===== config.mk =====
export PLATFORM = sky130hd
export DESIGN_NAME = scalar_core
export DESIGN_NICKNAME = d
export VERILOG_FILES = /design/src/source/core_pkg.sv /design/src/source/instr_decoder.sv /design/src/source/reg_file.sv /design/src/source/scalar_alu.sv /design/src/source/result_select.sv /design/src/source/core_sequencer.sv /design/src/source/scalar_core.sv
export SDC_FILE = /design/constraint.sdc
export NUM_CORES = 2
export LEC_CHECK = 0
export CAP_MARGIN = 15
export CORE_MARGIN = 8
export CORE_UTILIZATION = 60
export DETAILED_ROUTE_END_ITERATION = 12
export DONT_BUFFER_PORTS = 1
export GPL_TIMING_DRIVEN = 1
export PLACE_DENSITY = 0.79
export SLEW_MARGIN = 30
export SYNTH_ARGS = -nofsm -noshare
export SYNTH_HDL_FRONTEND = slang
export SYNTH_SLANG_ARGS = --single-unit

===== constraint.sdc =====
create_clock -name clk -period 20.8 [get_ports clk]
set_clock_uncertainty 0.1 [all_clocks]
set_input_delay 3.12 -clock clk [delete_from_list [all_inputs] [get_ports clk]]
set_output_delay 3.12 -clock clk [all_outputs]
set_load 0.05 [all_outputs]

===== src/source/core_pkg.sv =====
// ------------------------------
// core package
// widths, opcodes and the control
// enumerations shared by the scalar core
// ------------------------------
package core_pkg;

    localparam int xlen       = 32;
    localparam int addr_width = 16;
    localparam int reset_pc   = 0;

    typedef logic [xlen-1:0]       word_t;
    typedef logic [addr_width-1:0] addr_t;
    typedef logic [4:0]            reg_idx_t;

    // major opcodes of the supported subset
    localparam logic [6:0] op_imm    = 7'b0010011;
    localparam logic [6:0] op_reg    = 7'b0110011;
    localparam logic [6:0] op_load   = 7'b0000011;
    localparam logic [6:0] op_store  = 7'b0100011;
    localparam logic [6:0] op_branch = 7'b1100011;
    localparam logic [6:0] op_jal    = 7'b1101111;
    localparam logic [6:0] op_system = 7'b1110011;

    typedef enum logic [2:0] {
        alu_add,
        alu_sub,
        alu_and,
        alu_or,
        alu_xor
    } alu_op_t;

    typedef enum logic [1:0] {
        br_none,
        br_eq,
        br_ne,
        br_jump
    } branch_t;

    // source of the register write value
    typedef enum logic [1:0] {
        wb_none,
        wb_alu,
        wb_load,
        wb_link
    } wb_sel_t;

    typedef enum logic [2:0] {
        st_fetch,
        st_decode,
        st_execute,
        st_memory,
        st_writeback,
        st_halt
    } step_t;

endpackage


===== src/source/instr_decoder.sv =====
// ------------------------------
// instruction decoder
// splits the held instruction into register
// indices, sign-extended immediate and control
// ------------------------------
module instr_decoder (
    input  core_pkg::word_t    instr,
    output core_pkg::reg_idx_t rs1,
    output core_pkg::reg_idx_t rs2,
    output core_pkg::reg_idx_t rd,
    output core_pkg::word_t    imm,
    output core_pkg::alu_op_t  alu_op,
    output logic               use_imm,
    output core_pkg::branch_t  branch,
    output core_pkg::wb_sel_t  wb_sel,
    output logic               is_load,
    output logic               is_store,
    output logic               is_halt
);
    import core_pkg::*;

    logic [6:0] opcode;
    logic [2:0] funct3;
    word_t      imm_i;
    word_t      imm_s;
    word_t      imm_b;
    word_t      imm_j;

    assign opcode = instr[6:0];
    assign funct3 = instr[14:12];
    assign rs1    = instr[19:15];
    assign rs2    = instr[24:20];
    assign rd     = instr[11:7];

    // immediate formats
    assign imm_i = {{20{instr[31]}}, instr[31:20]};
    assign imm_s = {{20{instr[31]}}, instr[31:25], instr[11:7]};
    assign imm_b = {{19{instr[31]}}, instr[31], instr[7], instr[30:25], instr[11:8], 1'b0};
    assign imm_j = {{11{instr[31]}}, instr[31], instr[19:12], instr[20], instr[30:21], 1'b0};

    always_comb begin
        imm      = imm_i;
        alu_op   = alu_add;
        use_imm  = 1'b0;
        branch   = br_none;
        wb_sel   = wb_none;
        is_load  = 1'b0;
        is_store = 1'b0;
        is_halt  = 1'b0;
        case (opcode)
            op_imm, op_reg: begin
                use_imm = (opcode == op_imm);
                wb_sel  = wb_alu;
                case (funct3)
                    3'b000: begin
                        // sub only exists in the register form
                        if (opcode == op_reg && instr[30]) begin
                            alu_op = alu_sub;
                        end
                    end
                    3'b100: alu_op = alu_xor;
                    3'b110: alu_op = alu_or;
                    3'b111: alu_op = alu_and;
                    default: wb_sel = wb_none;
                endcase
            end
            op_load: begin
                use_imm = 1'b1;
                is_load = 1'b1;
                wb_sel  = wb_load;
            end
            op_store: begin
                imm      = imm_s;
                use_imm  = 1'b1;
                is_store = 1'b1;
            end
            op_branch: begin
                imm = imm_b;
                if (funct3 == 3'b000) begin
                    branch = br_eq;
                end else if (funct3 == 3'b001) begin
                    branch = br_ne;
                end
            end
            op_jal: begin
                imm    = imm_j;
                branch = br_jump;
                wb_sel = wb_link;
            end
            // ebreak, everything else in system space is a nop
            op_system: is_halt = (instr[31:20] == 12'h001) && (instr[19:7] == '0);
            default: ;
        endcase
    end

endmodule


===== src/source/reg_file.sv =====
// ------------------------------
// scalar register file
// 32 x 32 bit, two async reads, one write
// x0 reads as zero
// ------------------------------
module reg_file (
    input  logic               clk,
    input  logic               rst,
    input  core_pkg::reg_idx_t rs1,
    input  core_pkg::reg_idx_t rs2,
    input  core_pkg::reg_idx_t rd,
    input  core_pkg::word_t    rd_data,
    input  logic               rd_we,
    output core_pkg::word_t    rs1_data,
    output core_pkg::word_t    rs2_data
);
    import core_pkg::*;

    // x1 .. x31 only
    word_t regs [1:31];

    always_ff @(posedge clk) begin
        if (!rst) begin
            for (int i = 1; i < 32; i++) begin
                regs[i] <= '0;
            end
        end else if (rd_we && rd != '0) begin
            regs[rd] <= rd_data;
        end
    end

    assign rs1_data = (rs1 == '0) ? '0 : regs[rs1];
    assign rs2_data = (rs2 == '0) ? '0 : regs[rs2];

endmodule


===== src/source/scalar_alu.sv =====
// ------------------------------
// scalar alu
// arithmetic and logic result, branch
// decision, next pc and link value
// ------------------------------
module scalar_alu (
    input  core_pkg::word_t   rs1_data,
    input  core_pkg::word_t   rs2_data,
    input  core_pkg::word_t   imm,
    input  core_pkg::word_t   pc,
    input  core_pkg::alu_op_t alu_op,
    input  logic              use_imm,
    input  core_pkg::branch_t branch,
    output core_pkg::word_t   alu_result,
    output core_pkg::word_t   next_pc,
    output core_pkg::word_t   link
);
    import core_pkg::*;

    word_t operand_b;
    logic  equal;
    logic  taken;

    assign operand_b = use_imm ? imm : rs2_data;

    always_comb begin
        case (alu_op)
            alu_add: alu_result = rs1_data + operand_b;
            alu_sub: alu_result = rs1_data - operand_b;
            alu_and: alu_result = rs1_data & operand_b;
            alu_or:  alu_result = rs1_data | operand_b;
            alu_xor: alu_result = rs1_data ^ operand_b;
            default: alu_result = '0;
        endcase
    end

    // branch compare always on the two registers
    assign equal = (rs1_data == rs2_data);

    always_comb begin
        case (branch)
            br_eq:   taken = equal;
            br_ne:   taken = !equal;
            br_jump: taken = 1'b1;
            default: taken = 1'b0;
        endcase
    end

    assign link    = pc + 32'd4;
    assign next_pc = taken ? pc + imm : link;

endmodule


===== src/source/result_select.sv =====
// ------------------------------
// result stage
// holds load data and picks the
// register write value and enable
// ------------------------------
module result_select (
    input  logic              clk,
    input  logic              rst,
    input  core_pkg::step_t   step,
    input  logic              wb_ack,
    input  core_pkg::word_t   wb_dat_r,
    input  core_pkg::wb_sel_t wb_sel,
    input  core_pkg::word_t   alu_result,
    input  core_pkg::word_t   link,
    output core_pkg::word_t   rd_data,
    output logic              rd_we
);
    import core_pkg::*;

    word_t load_data;

    // data ack of a load ends the memory step
    always_ff @(posedge clk) begin
        if (!rst) begin
            load_data <= '0;
        end else if (step == st_memory && wb_ack && wb_sel == wb_load) begin
            load_data <= wb_dat_r;
        end
    end

    always_comb begin
        case (wb_sel)
            wb_alu:  rd_data = alu_result;
            wb_load: rd_data = load_data;
            wb_link: rd_data = link;
            default: rd_data = '0;
        endcase
    end

    assign rd_we = (step == st_writeback) && (wb_sel != wb_none);

endmodule


===== src/source/core_sequencer.sv =====
// ------------------------------
// core sequencer
// steps each instruction through fetch,
// decode, execute, memory and write-back,
// owns pc, instruction register and the
// wishbone master port
// ------------------------------
module core_sequencer (
    input  logic            clk,
    input  logic            rst,
    input  logic            wb_ack,
    input  core_pkg::word_t wb_dat_r,
    input  core_pkg::word_t next_pc,
    input  logic            is_load,
    input  logic            is_store,
    input  logic            is_halt,
    input  core_pkg::word_t store_data,
    input  core_pkg::word_t alu_result,
    output logic            wb_cyc,
    output logic            wb_stb,
    output logic            wb_we,
    output core_pkg::addr_t wb_adr,
    output core_pkg::word_t wb_dat_w,
    output core_pkg::word_t instr,
    output core_pkg::word_t pc,
    output core_pkg::step_t step,
    output logic            halted
);
    import core_pkg::*;

    // ------------------------------
    // step machine and bus master
    // ------------------------------
    always_ff @(posedge clk) begin
        if (!rst) begin
            step   <= st_fetch;
            pc     <= word_t'(reset_pc);
            wb_cyc <= 1'b0;
            wb_stb <= 1'b0;
            wb_we  <= 1'b0;
        end else begin
            case (step)
                st_fetch: begin
                    if (!wb_stb) begin
                        // first request out of reset
                        wb_cyc <= 1'b1;
                        wb_stb <= 1'b1;
                        wb_we  <= 1'b0;
                        wb_adr <= pc[addr_width-1:0];
                    end else if (wb_ack) begin
                        wb_cyc <= 1'b0;
                        wb_stb <= 1'b0;
                        instr  <= wb_dat_r;
                        step   <= st_decode;
                    end
                end
                st_decode: step <= st_execute;
                st_execute: begin
                    if (is_halt) begin
                        step <= st_halt;
                    end else if (is_load || is_store) begin
                        wb_cyc   <= 1'b1;
                        wb_stb   <= 1'b1;
                        wb_we    <= is_store;
                        wb_adr   <= alu_result[addr_width-1:0];
                        wb_dat_w <= store_data;
                        step     <= st_memory;
                    end else begin
                        step <= st_writeback;
                    end
                end
                st_memory: begin
                    if (wb_ack) begin
                        wb_cyc <= 1'b0;
                        wb_stb <= 1'b0;
                        wb_we  <= 1'b0;
                        step   <= st_writeback;
                    end
                end
                st_writeback: begin
                    // next fetch goes out right away
                    pc     <= next_pc;
                    wb_cyc <= 1'b1;
                    wb_stb <= 1'b1;
                    wb_we  <= 1'b0;
                    wb_adr <= next_pc[addr_width-1:0];
                    step   <= st_fetch;
                end
                default: step <= st_halt;
            endcase
        end
    end

    assign halted = (step == st_halt);

endmodule


===== src/source/scalar_core.sv =====
// ------------------------------
// scalar core top level
// rv32 subset core with one wishbone
// classic master for fetch and data
// ------------------------------
module scalar_core (
    input  logic            clk,
    input  logic            rst,
    output logic            wb_cyc,
    output logic            wb_stb,
    output logic            wb_we,
    output core_pkg::addr_t wb_adr,
    output core_pkg::word_t wb_dat_w,
    input  core_pkg::word_t wb_dat_r,
    input  logic            wb_ack,
    output logic            halted
);
    import core_pkg::*;

    word_t    instr;
    word_t    pc;
    step_t    step;
    reg_idx_t rs1;
    reg_idx_t rs2;
    reg_idx_t rd;
    word_t    imm;
    alu_op_t  alu_op;
    logic     use_imm;
    branch_t  branch;
    wb_sel_t  wb_sel;
    logic     is_load;
    logic     is_store;
    logic     is_halt;
    word_t    rs1_data;
    word_t    rs2_data;
    word_t    alu_result;
    word_t    next_pc;
    word_t    link;
    word_t    rd_data;
    logic     rd_we;

    core_sequencer i_core_sequencer (
        .clk        (clk),
        .rst        (rst),
        .wb_ack     (wb_ack),
        .wb_dat_r   (wb_dat_r),
        .next_pc    (next_pc),
        .is_load    (is_load),
        .is_store   (is_store),
        .is_halt    (is_halt),
        .store_data (rs2_data),
        .alu_result (alu_result),
        .wb_cyc     (wb_cyc),
        .wb_stb     (wb_stb),
        .wb_we      (wb_we),
        .wb_adr     (wb_adr),
        .wb_dat_w   (wb_dat_w),
        .instr      (instr),
        .pc         (pc),
        .step       (step),
        .halted     (halted)
    );

    instr_decoder i_instr_decoder (
        .instr    (instr),
        .rs1      (rs1),
        .rs2      (rs2),
        .rd       (rd),
        .imm      (imm),
        .alu_op   (alu_op),
        .use_imm  (use_imm),
        .branch   (branch),
        .wb_sel   (wb_sel),
        .is_load  (is_load),
        .is_store (is_store),
        .is_halt  (is_halt)
    );

    reg_file i_reg_file (
        .clk      (clk),
        .rst      (rst),
        .rs1      (rs1),
        .rs2      (rs2),
        .rd       (rd),
        .rd_data  (rd_data),
        .rd_we    (rd_we),
        .rs1_data (rs1_data),
        .rs2_data (rs2_data)
    );

    scalar_alu i_scalar_alu (
        .rs1_data   (rs1_data),
        .rs2_data   (rs2_data),
        .imm        (imm),
        .pc         (pc),
        .alu_op     (alu_op),
        .use_imm    (use_imm),
        .branch     (branch),
        .alu_result (alu_result),
        .next_pc    (next_pc),
        .link       (link)
    );

    result_select i_result_select (
        .clk        (clk),
        .rst        (rst),
        .step       (step),
        .wb_ack     (wb_ack),
        .wb_dat_r   (wb_dat_r),
        .wb_sel     (wb_sel),
        .alu_result (alu_result),
        .link       (link),
        .rd_data    (rd_data),
        .rd_we      (rd_we)
    );

endmodule


==> qor.txt <==
RUN STATUS
--------------------------------------------------------------------------------------------------------
Result of the run ......................................................................... complete, no violations

DIE
--------------------------------------------------------------------------------------------------------
Area of the placeable core ................................................................   109000 um2
Num ports .................................................................................           87
Die Outline Area ..........................................................................   121000 um2
Placement row count .......................................................................          121
Initial Utilization .......................................................................       60.61%
Die height ................................................................................     347.8 um
Die width .................................................................................     347.8 um

ROUTING
--------------------------------------------------------------------------------------------------------
Post-detailed-route via-to-cell ratio .....................................................        7.409
Overall routed net length .................................................................     231.5 mm
DRC violation count after routing .........................................................            0
Routed WL per cell ........................................................................     34.72 um
Initial DRC Count .........................................................................         8756
Pre-Repair DR Iteration Count .............................................................            7
Total vias in the final route .............................................................       49.39k
Routed Antenna Nets .......................................................................            0

CLOCK NETWORK
--------------------------------------------------------------------------------------------------------
Setup Buffers After CTS ...................................................................            0
Hold-fix buffer count after cts ...........................................................            0
Clock buffer count from CTS ...............................................................          118
Post-CTS clock slew at the launch and capture registers of the worst setup and hold paths .      0.07 ns
TritonCTS Sinks ...........................................................................         1184
Clock Tree Root ........................................................................... sky130_fd_sc_hd__clkbuf_16
CTS tree ..................................................................................          yes
Clk Latency, worst-skew pair ..............................................................      0.77 ns
Number of H-tree branching levels .........................................................            3
Number of buffers between clock root and the deepest sink .................................            3
# resized after CTS .......................................................................            0

FINAL LAYOUT
--------------------------------------------------------------------------------------------------------
Flip-flop and latch area ..................................................................    34780 um2
Fill cell count ...........................................................................         7559
Nets ......................................................................................         5307
Multi-input logic area ....................................................................    29180 um2
End-of-flow core utilization ..............................................................       65.64%
Fraction of layout instances using a drive strength above 1 ...............................       19.55%
Area grow syn2layout ......................................................................       8.295%

LOGIC SYNTHESIS
--------------------------------------------------------------------------------------------------------
Synth top cells by count .................................................................. sky130_fd_sc_hd__nor2_1, sky130_fd_sc_hd__edfxtp_1, sky130_fd_sc_hd__mux4_2, sky130_fd_sc_hd__nand2_1, sky130_fd_sc_hd__clkbuf_1
Seq/Total Area, Yosys .....................................................................       52.60%
Post-synth EDFFs ..........................................................................         1104
Area fraction in and, or, nand and nor cells after synthesis ..............................       11.78%
Proportion of register bits with asynchronous set or reset after synthesis ................           0%
Area contributors post-synth .............................................................. sky130_fd_sc_hd__edfxtp_1, sky130_fd_sc_hd__mux4_2, sky130_fd_sc_hd__nor2_1
Flop and latch count out of synthesis .....................................................         1184
Proportion of synthesized area in mux cells ...............................................       19.82%
Adder-cell area share of the yosys netlist ................................................       2.485%
Post-synthesis cell type with the largest combined area ................................... sky130_fd_sc_hd__edfxtp_1
Number of synthesis warnings ..............................................................            0
Share of the synthesized area in compound gates (AO/OA/AOI/OAI) ...........................       7.295%
Primary flip-flop cell chosen by synthesis mapping ........................................ sky130_fd_sc_hd__edfxtp_1
Number of distinct library cells after synthesis ..........................................           99
Synth Area in XOR/XNOR ....................................................................       1.684%
Cells after Synth .........................................................................         5274
Most frequently used cell type in the post-synthesis netlist .............................. sky130_fd_sc_hd__nor2_1
Total standard cell area after synthesis ..................................................    66070 um2
Synth top area share ......................................................................       50.18%
Post-Syn Area per Cell ....................................................................    12.53 um2
Largest family of logic cells by synthesized area ......................................... multiplexers

TIMING
--------------------------------------------------------------------------------------------------------
Post-route minimum period .................................................................     9.138 ns
Number of setup violations in the final report ............................................            0
Max-slew headroom .........................................................................       28.86%
Unrepaired setup endpoints after global routing ...........................................           no
Period utilisation layout .................................................................       43.93%
Fmax ......................................................................................    109.4 MHz
Fin. Hold Viols ...........................................................................            0
Worst-margin pin slew .....................................................................     1.060 ns
Number of pins with negative max-slew slack in the final report ...........................            0
Total Neg Setup Slack .....................................................................         0 ns

PLACED DESIGN
--------------------------------------------------------------------------------------------------------
Number of I/O port buffers ................................................................            0
Gp weighted congestion ....................................................................       0.9942
Post-detailed-placement half-perimeter wirelength .........................................     142.9 mm

FLOW RUN
--------------------------------------------------------------------------------------------------------
Number of max-cap violations ..............................................................            0

WORST SETUP PATH
--------------------------------------------------------------------------------------------------------
Delay of the slowest cell on the worst path ...............................................      0.90 ns
Family with the most delay on the worst path .............................................. compound AO/OA/AOI/OAI gates
Number of buffers and inverters on the critical path ......................................            3
Worst path required time ..................................................................     21.20 ns
Arr. time, crit path ......................................................................      9.53 ns
Number of cells traversed by the worst register-to-register path ..........................           27
FF-to-FF setup slack ......................................................................     11.66 ns
Number of gates on the worst path with buffers counted ....................................           27
Worst setup path endpoint ................................................................. i_reg_file.regs[9][27]$_SDFFCE_PN0P_
Critical path class ....................................................................... register to register
Max stage delay cell, worst path .......................................................... sky130_fd_sc_hd__dfxtp_4
Endpoint of the worst-slack reg-to-reg timing path ........................................ i_reg_file.regs[9][27]$_SDFFCE_PN0P_
Endpoint kind of the worst setup timing path ..............................................     register
Startpoint type of the worst setup path ...................................................     register
Highest fanout seen on the critical path ..................................................           52

GRT
--------------------------------------------------------------------------------------------------------
Number of global-route vias before repair .................................................       48.19k
Global-route wire length before repair ....................................................     328.7 mm
Antenna violations before repair ..........................................................            6
Pin count of the biggest net entering global routing ......................................          103
Overflow after GRT ........................................................................            0
Overall fraction of global-route tracks in use ............................................       37.25%

POWER
--------------------------------------------------------------------------------------------------------
P_int .....................................................................................      4383 uW
Net switching fraction of the power .......................................................       29.35%
Switching power ...........................................................................      1821 uW
Sequential share of power .................................................................        44.8%
Power density normalized to cell area ..................................................... 86.72 nW/um2
Leak ......................................................................................   0.02477 uW
Peak supply drop ..........................................................................     75.96 uV
Clock network fraction of total power .....................................................        35.1%
Combinational share of power ..............................................................        20.1%

MIN PATH
--------------------------------------------------------------------------------------------------------
Path class of the lowest-slack min-delay path ............................................. register to register
Count of cells along the worst hold path ..................................................            2

-- layer usage --
layer	part of all wire [%]	routed length [um]	global-route usage [%]
met5	0.035	81	0.4400
met4	8.1	18720	22.92
met3	17	38880	13.83
met2	44	101400	56.41
met1	31	72390	45.48
-- cells in the final DEF, fill, tap and decap left out, types with 53 or more instances in the layout --
master	netlist	final
sky130_fd_sc_hd__o21ai_0	109	108
sky130_fd_sc_hd__nor2_1	1144	1139
sky130_fd_sc_hd__mux4_2	493	493
sky130_fd_sc_hd__ha_1	128	128
sky130_fd_sc_hd__mux2i_1	164	164
sky130_fd_sc_hd__xnor2_1	91	91
sky130_fd_sc_hd__inv_1	149	148
sky130_fd_sc_hd__nand2_1	365	319
sky130_fd_sc_hd__buf_4	43	169
sky130_fd_sc_hd__clkbuf_16	0	120
sky130_fd_sc_hd__a22oi_1	57	57
sky130_fd_sc_hd__nand3_1	53	53
sky130_fd_sc_hd__edfxtp_1	1104	1104
sky130_fd_sc_hd__dfxtp_1	80	72
sky130_fd_sc_hd__a21oi_1	155	151
-- final cells by class --
cell class	instances	area share (%)
sequential	1184	48.61
multi-input combinational	3512	40.78
clock buffer	144	4.323
tap	1414	2.473
timing repair buffer	174	1.892
clock inverter	77	1.083
inverter	152	0.7975
antenna	10	0.03498
-- worst min-delay path by stage --
| stage | start | endpoint | slack [ns] |
|---|---|---|---|
| 2_1_floorplan | i_result_select.load_data[0]$_SDFFE_PN0P_ | i_result_select.load_data[0]$_SDFFE_PN0P_ | 0.34 |
| 4_1_cts | i_result_select.load_data[0]$_SDFFE_PN0P_ | i_result_select.load_data[0]$_SDFFE_PN0P_ | 0.36 |
| 5_1_grt | i_result_select.load_data[23]$_SDFFE_PN0P_ | i_result_select.load_data[23]$_SDFFE_PN0P_ | 0.37 |
| 6_report | i_result_select.load_data[0]$_SDFFE_PN0P_ | i_result_select.load_data[0]$_SDFFE_PN0P_ | 0.36 |
| 3_5_place_dp | i_result_select.load_data[0]$_SDFFE_PN0P_ | i_result_select.load_data[0]$_SDFFE_PN0P_ | 0.35 |
| 3_3_place_gp | i_result_select.load_data[0]$_SDFFE_PN0P_ | i_result_select.load_data[0]$_SDFFE_PN0P_ | 0.34 |
-- sequential cells by signal, indices dropped and copies added, names as in the netlist, named ones only --
name	count
i_core_sequencer.step	3
i_core_sequencer.instr	32
i_reg_file.regs	1024
i_core_sequencer.wb_adr	16
i_core_sequencer.wb_cyc	1
i_core_sequencer.wb_dat_w	32
i_core_sequencer.pc	32
i_core_sequencer.wb_we	1
i_result_select.load_data	32
i_core_sequencer.wb_stb	1
-- power groups by stage --
stage	logic, uW	clock network, uW	registers, uW
3_5_place_dp	1190	0	2820
2_1_floorplan	836	0	2780
4_1_cts	1200	2170	2780
3_3_place_gp	1180	0	2820
6_report	1250	2180	2780
5_1_grt	1290	2250	2790
-- cell families after synthesis --
family,Yosys count
AO/OA/AOI/OAI,710
XOR/XNOR,127
adder cells (fa/ha/maj),130
buffers and inverters,609
flip-flops,1184
multiplexers,676
other,1
AND/OR/NAND/NOR,1837
-- through the flow --
stage | total power (uW) | std cells | instance area (um2) | setup WS, ns | hold slack [ns]
global placement | 3991 | 6435 | 67570 | 12.12 | 0.3431
CTS | 6142 | 6656 | 71490 | 11.89 | 0.3568
floorplan | 3618 | 5305 | 66180 | 14.19 | 0.3357
detailed placement | 4012 | 6435 | 67620 | 11.90 | 0.3484
finish | 6204 | 6667 | 71550 | 11.66 | 0.3597
global route | 6330 | 6657 | 71520 | 11.32 | 0.3701
-- tightest hold or removal path, delay by kind of cell (launching register included) --
family | cells | cell delay, ns
compound gates | 1 | 0.06
simple gates | 1 | 0.05
flops | 1 | 0.31
(Power assumes the default switching activity.)
